File: src/logic/dcache_pkg.sv
package dcache_pkg;

    // cache geometry
    localparam int ADDR_W     = 32;
    localparam int DATA_W     = 64;
    localparam int LINE_BYTES = 32;
    localparam int BEATS      = 4;
    localparam int OFFS_W     = 5;
    localparam int WORD_SEL_W = 2;

    typedef enum logic [3:0] {
        IDLE,
        RD_HIT,
        WR_HIT,
        RD_MISS,
        RD_RELOAD,
        RD_WB,
        RD_ALLOCATE,
        WR_MISS,
        WR_RELOAD,
        WR_WB,
        WR_ALLOCATE
    } cache_state_e;

    typedef enum logic [1:0] {
        WB_IDLE,
        WB_ADDR,
        WB_DATA,
        WB_RESP
    } wb_state_e;

    typedef struct packed {
        logic [ADDR_W-1:0] addr;
        logic [DATA_W-1:0] wdata;
        logic [7:0]        wmask;
        logic              rd_req;
        logic              wr_req;
    } cpu_req_t;

    // victim_addr and line_addr are line aligned
    typedef struct packed {
        logic                  hit;
        logic                  hit_way;
        logic                  victim_way;
        logic                  victim_dirty;
        logic [ADDR_W-1:0]     victim_addr;
        logic [ADDR_W-1:0]     line_addr;
        logic [WORD_SEL_W-1:0] word_sel;
    } lookup_t;

    // wr_hit_way is one-hot, bit per way
    typedef struct packed {
        logic                  fill_beat;
        logic                  capture;
        logic                  hit_read;
        logic [1:0]            wr_hit_way;
        logic                  allocate;
        logic [WORD_SEL_W-1:0] wb_beat;
    } store_ctrl_t;

    typedef struct packed {
        logic [ADDR_W-1:0] araddr;
        logic              arvalid;
    } mem_rd_t;

    typedef struct packed {
        logic [ADDR_W-1:0] awaddr;
        logic              awvalid;
        logic [DATA_W-1:0] wdata;
        logic              wvalid;
        logic              wlast;
    } mem_wr_t;

endpackage

File: src/logic/dcache_miss_ctrl.sv
`timescale 1ns/1ps

module dcache_miss_ctrl (
    input  logic                    I_clk,
    input  logic                    I_rst,
    input  dcache_pkg::cpu_req_t    cpu_req,
    input  dcache_pkg::lookup_t     lookup,
    input  logic                    arready,
    input  logic                    rvalid,
    input  logic                    rlast,
    input  logic                    awready,
    input  logic                    wready,
    input  logic                    bvalid,
    output logic                    accept,
    output logic                    cpu_ready,
    output logic                    cpu_rvalid,
    output logic                    cpu_bvalid,
    output logic                    allocate,
    output logic                    clean_victim,
    output dcache_pkg::store_ctrl_t ctrl,
    output dcache_pkg::mem_rd_t     mem_rd,
    output dcache_pkg::mem_wr_t     mem_wr
);
    import dcache_pkg::*;

    cache_state_e          state_q;
    cache_state_e          state_d;
    wb_state_e             wb_q;
    wb_state_e             wb_d;
    logic [WORD_SEL_W-1:0] beat_q;

    logic in_wb;
    logic in_reload;
    logic ar_done;
    logic refill_done;
    logic w_fire;
    logic wb_done;

    // RD_HIT and WR_HIT turn out to be misses when the lookup says so
    assign cpu_ready  = (state_q == IDLE)
                     || ((state_q == RD_HIT || state_q == WR_HIT) && lookup.hit);
    assign accept     = cpu_ready && (cpu_req.rd_req || cpu_req.wr_req);
    assign cpu_rvalid = (state_q == RD_HIT && lookup.hit) || state_q == RD_ALLOCATE;
    assign cpu_bvalid = state_q == WR_HIT && lookup.hit;
    assign allocate   = state_q == RD_ALLOCATE || state_q == WR_ALLOCATE;

    assign in_wb       = state_q == RD_WB || state_q == WR_WB;
    assign in_reload   = state_q == RD_RELOAD || state_q == WR_RELOAD;
    assign ar_done     = mem_rd.arvalid && arready;
    assign refill_done = in_reload && rvalid && rlast;
    assign w_fire      = mem_wr.wvalid && wready;
    // B may come with the last W beat
    assign wb_done     = (w_fire && mem_wr.wlast && bvalid) || (wb_q == WB_RESP && bvalid);
    assign clean_victim = wb_done;

    assign mem_rd.araddr  = lookup.line_addr;
    assign mem_rd.arvalid = state_q == RD_MISS || state_q == WR_MISS;

    // wdata is filled in from the data store at the top
    assign mem_wr.awaddr  = lookup.victim_addr;
    assign mem_wr.awvalid = wb_q == WB_ADDR;
    assign mem_wr.wdata   = '0;
    assign mem_wr.wvalid  = wb_q == WB_DATA;
    assign mem_wr.wlast   = mem_wr.wvalid && (beat_q == WORD_SEL_W'(BEATS - 1));

    always_comb begin
        ctrl.fill_beat  = in_reload && rvalid;
        ctrl.capture    = accept;
        ctrl.hit_read   = state_q == RD_HIT && lookup.hit;
        ctrl.wr_hit_way = '0;
        ctrl.wr_hit_way[lookup.hit_way] = cpu_bvalid;
        ctrl.allocate   = allocate;
        ctrl.wb_beat    = beat_q;
    end

    always_comb begin
        state_d = state_q;
        case (state_q)
            IDLE, RD_HIT, WR_HIT: begin
                if (state_q != IDLE && !lookup.hit) begin
                    state_d = (state_q == RD_HIT) ? RD_MISS : WR_MISS;
                end else if (accept) begin
                    state_d = cpu_req.rd_req ? RD_HIT : WR_HIT;
                end else begin
                    state_d = IDLE;
                end
            end
            RD_MISS:     state_d = ar_done ? RD_RELOAD : RD_MISS;
            RD_RELOAD: begin
                if (refill_done) begin
                    state_d = lookup.victim_dirty ? RD_WB : RD_ALLOCATE;
                end
            end
            RD_WB:       state_d = wb_done ? RD_ALLOCATE : RD_WB;
            RD_ALLOCATE: state_d = IDLE;
            WR_MISS:     state_d = ar_done ? WR_RELOAD : WR_MISS;
            WR_RELOAD: begin
                if (refill_done) begin
                    state_d = lookup.victim_dirty ? WR_WB : WR_ALLOCATE;
                end
            end
            WR_WB:       state_d = wb_done ? WR_ALLOCATE : WR_WB;
            WR_ALLOCATE: state_d = WR_HIT;
            default:     state_d = IDLE;
        endcase
    end

    // write-back runs while the main FSM waits in RD_WB or WR_WB
    always_comb begin
        wb_d = wb_q;
        case (wb_q)
            WB_IDLE: wb_d = in_wb ? WB_ADDR : WB_IDLE;
            WB_ADDR: wb_d = awready ? WB_DATA : WB_ADDR;
            WB_DATA: begin
                if (w_fire && mem_wr.wlast) begin
                    wb_d = bvalid ? WB_IDLE : WB_RESP;
                end
            end
            WB_RESP: wb_d = bvalid ? WB_IDLE : WB_RESP;
            default: wb_d = WB_IDLE;
        endcase
    end

    always_ff @(posedge I_clk) begin
        if (I_rst) begin
            state_q <= IDLE;
            wb_q    <= WB_IDLE;
            beat_q  <= '0;
        end else begin
            state_q <= state_d;
            wb_q    <= wb_d;
            if (w_fire) begin
                beat_q <= beat_q + 1'b1;
            end
        end
    end

    assert property (@(posedge I_clk) disable iff (I_rst)
        !(mem_rd.arvalid && mem_wr.awvalid));

    // W beats only inside a write-back of the main FSM
    assert property (@(posedge I_clk) disable iff (I_rst)
        mem_wr.wvalid |-> in_wb);

endmodule

File: config.mk
export PLATFORM = sky130hd
export DESIGN_NAME = dcache_miss_ctrl
export DESIGN_NICKNAME = d
export VERILOG_FILES = /design/src/logic/dcache_pkg.sv /design/src/logic/dcache_miss_ctrl.sv
export SDC_FILE = /design/constraint.sdc
export NUM_CORES = 1
export LEC_CHECK = 0
export BUFFER_PORTS_ARGS = -buffer_cell sky130_fd_sc_hd__buf_4
export CELL_PAD_IN_SITES_DETAIL_PLACEMENT = 0
export CELL_PAD_IN_SITES_GLOBAL_PLACEMENT = 2
export CORE_MARGIN = 4
export CORE_UTILIZATION = 10
export CTS_CLUSTER_SIZE = 40
export DETAILED_ROUTE_END_ITERATION = 8
export PLACE_DENSITY_LB_ADDON = 0.1
export SLEW_MARGIN = 25
export SYNTH_ARGS = -nofsm -noshare
export SYNTH_HDL_FRONTEND = slang
export SYNTH_SLANG_ARGS = --single-unit
File: constraint.sdc
create_clock -name I_clk -period 3.5 [get_ports I_clk]
set_clock_uncertainty 0.2 [all_clocks]
set_input_delay 0.875 -clock I_clk [delete_from_list [all_inputs] [get_ports I_clk]]
set_output_delay 0.875 -clock I_clk [all_outputs]
set_load 0.01 [all_outputs]
==> impl_metrics.json, run 1 <==
{
  "dr.pass1.iters": 4,
  "fin_crit_sh": 0.8247,
  "synth_top_area_share": 0.5941,
  "antenna_cells": 0,
  "grt_pass1_vias": 931,
  "path_class": "in -> out",
  "path_delay_family": "adder cells",
  "final-setup-viol-count": 0,
  "antenna_found_initial": 0,
  "period_minus_slack_ns": 2.886,
  "start_kind": "primary input",
  "synth_area_leaders": "buf_4 (59%), dfxtp_1 (9.7%), nor2_1 (2.7%)",
  "rsz0062_at_grt": "false",
  "outcome": "complete, no violations",
  "cp.arrival_ns": 1.81,
  "clkLatencyLatePin_ns": 0.23,
  "path_cells": "buf_4, inv_1, maj3_2, nor3_2, o21a_1, buf_4",
  "std_cell_rows": 46,
  "ys_ff_latch": 8,
  "fin_nets": 370,
  "hpwl_mm": 3.527,
  "p_total_mw": 0.7146,
  "slew_viol_final": 0,
  "vias": 968,
  "postSynthAreaPerCell_um2": 7.501,
  "syn_to_final_growth_pct": -11.35,
  "grt_pass1_wl_mm": 5.713,
  "max_freq_ghz": 0.3465,
  "cp_slowest_cell": "maj3_2",
  "cts_tree": "built",
  "finalNonFillerCells": 399,
  "dieArea_um2": 18540,
  "clk_path_buf_depth": 2,
  "cts_resized": 0,
  "dieWidth_um": 136.2,
  "synth_cell_types": 39,
  "cts_setup_buffers": 0,
  "power.density_nw_per_um2": 490.6,
  "crit_path_max_fanout": 5,
  "final_antenna_net_count": 0,
  "hp-class": "reg -> reg",
  "port_buffers": 30,
  "finalHoldViolations": 0,
  "grt_start_max_net_pins": 15,
  "cts-root-buf": "clkbuf_16",
  "core_um2": 16000,
  "setup_ws_ns": 0.6137,
  "clk_pin_slew_ns": 0.04,
  "rrSetupSlack_ns": 1.84,
  "drive_gt1_frac": 0.2240,
  "routedWlPerCell_um": 10.46,
  "via_per_inst": 2.426,
  "slowest_delay_ns": 0.31,
  "yosysWarningCount": 0,
  "design_area_um2": 1456,
  "first_iter_violations": 56,
  "netlist_instances": 219,
  "crit_top_cell": "buf_4",
  "cts_buffers": 3,
  "synth_edf_count": 0,
  "boundaryPins": 330,
  "place_congestion": 0.6096,
  "synthTopCellsByCount": "buf_4 (130), nor2_1 (12), dfxtp_1 (8)",
  "hold_buffers": 0,
  "place_ws_ns": 0.5751,
  "cts_sinks": 8,
  "syn_area_um2": 1643,
  "crit_path_end_kind": "output port",
  "ys.flop_type": "dfxtp_1",
  "dieHeight_um": 136.2,
  "grt-ovfl-total": 0,
  "seq_area_frac_synth": 0.09749,
  "synthArstFlopShare": 0,
  "h-tree-depth": 1,
  "grt_usage": 0.04063,
  "p_leak_nw": 0.6627,
  "cp.buffers_inverters": 3,
  "drcViolationCount": 0,
  "yosys.area.top_type": "buf_4",
  "fill_cells": 1921,
  "synth.most_common_cell": "buf_4",
  "wirelength_mm": 4.174,
  "place_area_um2": 1381,
  "setup_tns_ns": 0,
  "crit_required_ns": 2.42,
  "start_util": 0.1027,
  "dpl.cell_count": 396,
  "ir_drop_mv": 0.1718,
  "cap_viol_max_count": 0
}
-- worst min-delay path, stage by stage, from the launching register on --
cell	delay, ns
dfxtp_1	0.32
nand2_1	0.06
a21oi_1	0.05
-- stage by stage --
stage	hold WS, ns	utilization
global route	0.3106	0.09102
finish	0.2879	0.09102
CTS	0.2910	0.09102
floorplan	0.2898	-
detailed placement	0.2830	0.08633
global placement	0.2953	0.08633
-- final cells by class --
cell class / instances / area, um2 / share of cell area
Clock buffer: 3 / 75.07 / 0.05155
Inverter: 3 / 11.26 / 0.007732
Multi-Input combinational cell: 137 / 699.4 / 0.4802
Sequential cell: 8 / 160.2 / 0.1100
Tap cell: 216 / 270.3 / 0.1856
Timing Repair Buffer: 32 / 240.2 / 0.1649
-- where the power goes --
group | internal, mW | switching [mW] | total (mW) | leakage [nW]
registers | 0.110 | 0.0398 | 0.149 | 0.0651
clock network | 0.148 | 0.0495 | 0.197 | 0.0370
logic | 0.154 | 0.214 | 0.368 | 0.561
-- final timing paths --
| check | start | endpoint | cells past startpoint |
|---|---|---|---|
| max | lookup[69] | ctrl[6] | 6 |
| min | beat_q[1] | beat_q[1] | 2 |
| max reg2reg | state_q[0] | state_q[2] | 4 |
| min reg2reg | beat_q[1] | beat_q[1] | 2 |
-- registers in the layout, summed over array words and instances, names as in the netlist --
signal	cells
wb_q	2
beat_q	2
state_q	4
-- metal layers --
metal	wire length (um)	up-vias	global-route usage
met5	0	-	0
met4	8	0	0.005039
met3	804	4	0.03072
met2	1738	94	0.06081
met1	1622	423	0.04766
li1	-	447	-
-- cell families after synthesis --
kind of cell,count (synthesis),synth area share
mux,1,0.009137
buf+inv,137,0.6207
fa+ha+maj,2,0.01447
flops,8,0.09748
other cells,1,0.002283
xor+xnor,2,0.01066
compound gates,22,0.09368
simple gates,46,0.1516
-- cells in the final DEF (no fill, tap or decap), types with 2 or more instances in the layout --
cell type / Yosys / routed
a21oi_1: 5 / 5
a31oi_1: 4 / 4
and2_1: 4 / 4
and2b_1: 2 / 2
and3_1: 3 / 3
buf_4: 130 / 32
clkbuf_16: 0 / 3
conb_1: 1 / 64
dfxtp_1: 8 / 8
inv_1: 3 / 3
nand2_1: 7 / 7
nand3_1: 2 / 2
nor2_1: 12 / 12
nor2b_1: 6 / 6
nor3_1: 2 / 2
o21ai_1: 2 / 2
o22ai_1: 2 / 2
xor2_1: 2 / 2
(Power assumes the default switching activity.)
==> inputs of run 2 (changes only) <==
==> constraint.sdc (replaced) <==
create_clock -name I_clk -period 2.75 [get_ports I_clk]
set_clock_uncertainty 0.2 [all_clocks]
set_input_delay 0.6875 -clock I_clk [delete_from_list [all_inputs] [get_ports I_clk]]
set_output_delay 0.6875 -clock I_clk [all_outputs]
set_load 0.01 [all_outputs]
==> run 2 against run 1 <==
Net effect: final cell count increased by 0.75%; clock-buffer cell count unchanged; combinational power increased by 41%; via count increased by 2.5%; wire length decreased by 1.8%; non-clock buffer count increased by 3; critical path type unchanged.
==> impl_metrics.json, run 2 (same netlist as run 1, synthesis figures left out) <==
{
  "setup_tns_ns": 0,
  "h-tree-depth": 1,
  "hold_buffers": 0,
  "r2r-end": "state_q[2]",
  "clk_pin_slew_ns": 0.04,
  "clk_path_buf_depth": 2,
  "top_regs": "state_q: 4 flops, beat_q: 2 flops, wb_q: 2 flops",
  "std_cell_rows": 46,
  "period_minus_slack_ns": 2.528,
  "start_util": 0.1027,
  "antenna_found_initial": 0,
  "crit_path_end": "ctrl[6]",
  "p_leak_nw": 0.6777,
  "start_kind": "primary input",
  "routedWlPerCell_um": 10.19,
  "cp.arrival_ns": 1.64,
  "drcViolationCount": 0,
  "drive_gt1_frac": 0.2366,
  "worst-r2r-cell-count": 5,
  "ir_drop_mv": 0.1556,
  "top_register": "state_q",
  "cts_tree": "built",
  "hp-class": "reg -> reg",
  "first_iter_violations": 47,
  "power.density_nw_per_um2": 632.4,
  "startpoint": "lookup[69]",
  "grt_pass1_vias": 930,
  "hpwl_mm": 3.601,
  "dieWidth_um": 136.2,
  "crit_required_ns": 1.86,
  "cts_resized": 0,
  "wirelength_mm": 4.098,
  "rsz0062_at_grt": "false",
  "largest_reg_flops": 4,
  "reg2reg_from": "state_q[0]",
  "dr.pass1.iters": 4,
  "final_antenna_net_count": 0,
  "grt-ovfl-total": 0,
  "cap_viol_max_count": 0,
  "layout_commonest_cell": "conb_1",
  "grt_pass1_wl_mm": 5.720,
  "max_freq_ghz": 0.3956,
  "via_per_inst": 2.468,
  "cts-root-buf": "clkbuf_16",
  "final_cell_mix": "conb_1 (64), buf_4 (35), nor2_1 (12)",
  "boundaryPins": 330,
  "crit_path_max_fanout": 5,
  "vias": 992,
  "slew_viol_final": 0,
  "port_buffers": 30,
  "grt_usage": 0.03992,
  "path_class": "in -> out",
  "fin_nets": 373,
  "cts_buffers": 3,
  "cts_sinks": 8,
  "core_um2": 16000,
  "crit_path_end_kind": "output port",
  "dieArea_um2": 18540,
  "dieHeight_um": 136.2,
  "grt_start_max_net_pins": 13,
  "rrSetupSlack_ns": 1.11,
  "fin_crit_sh": 0.9191,
  "antenna_cells": 0,
  "cts_setup_buffers": 0,
  "syn_to_final_growth_pct": -9.977,
  "finalHoldViolations": 0,
  "clkLatencyLatePin_ns": 0.23,
  "place_congestion": 0.6265,
  "fin_util": 0.09243,
  "final-setup-viol-count": 0,
  "outcome": "complete, no violations"
}
[run 2: layout make-up]
type | count | area (um2)
Clock buffer | 3 | 75.07
Fill cell | 1929 | 14520
Inverter | 3 | 11.26
Multi-Input combinational cell | 137 | 699.4
Sequential cell | 8 | 160.2
Tap cell | 216 | 270.3
Timing Repair Buffer | 35 | 262.8
[run 2: where the power goes]
group | internal (mW) | leakage, nW | switching (mW)
Clock | 0.187 | 0.0370 | 0.0541
Sequential | 0.140 | 0.0651 | 0.0339
Combinational | 0.223 | 0.576 | 0.298
Total | 0.550 | 0.678 | 0.386
[run 2: metal layers]
layer / vias up / part of all wire / global-route usage
li1: 453 / - / -
met1: 441 / 0.37 / 0.04496
met2: 92 / 0.43 / 0.06054
met3: 6 / 0.20 / 0.02998
met4: 0 / 0.0051 / 0.008399
met5: - / 0 / 0
[run 2: per-stage QoR]
stage / area, um2 / hold slack, ns / power [mW] / setup WS [ns] / std cells
after detailed placement: 1404 / 0.2883 / 0.7057 / 0.2027 / 399
final: 1479 / 0.2869 / 0.9353 / 0.2223 / 402
after global placement: 1404 / 0.2932 / 0.7282 / 0.2028 / 399
after floorplan: 1879 / 0.2898 / 0.6650 / 0.2718 / 282
after CTS: 1479 / 0.2953 / 0.9567 / 0.2027 / 402
after global routing: 1479 / 0.3062 / 1.014 / 0.1247 / 402
[run 2: worst min path at each step]
stage	from	end	slack [ns]	cells past startpoint
global route	beat_q[1]	beat_q[1]	0.31	2
finish	beat_q[1]	beat_q[1]	0.29	2
floorplan	beat_q[1]	beat_q[1]	0.29	2
global placement	beat_q[1]	beat_q[1]	0.29	2
CTS	beat_q[1]	beat_q[1]	0.30	2
detailed placement	beat_q[1]	beat_q[1]	0.29	2
[run 2: critical path, cell delays in order]
cell and delay, ns:
buf_4 0.11, inv_1 0.05, maj3_2 0.31, nor3_2 0.18, o21a_1 0.18, buf_4 0.12
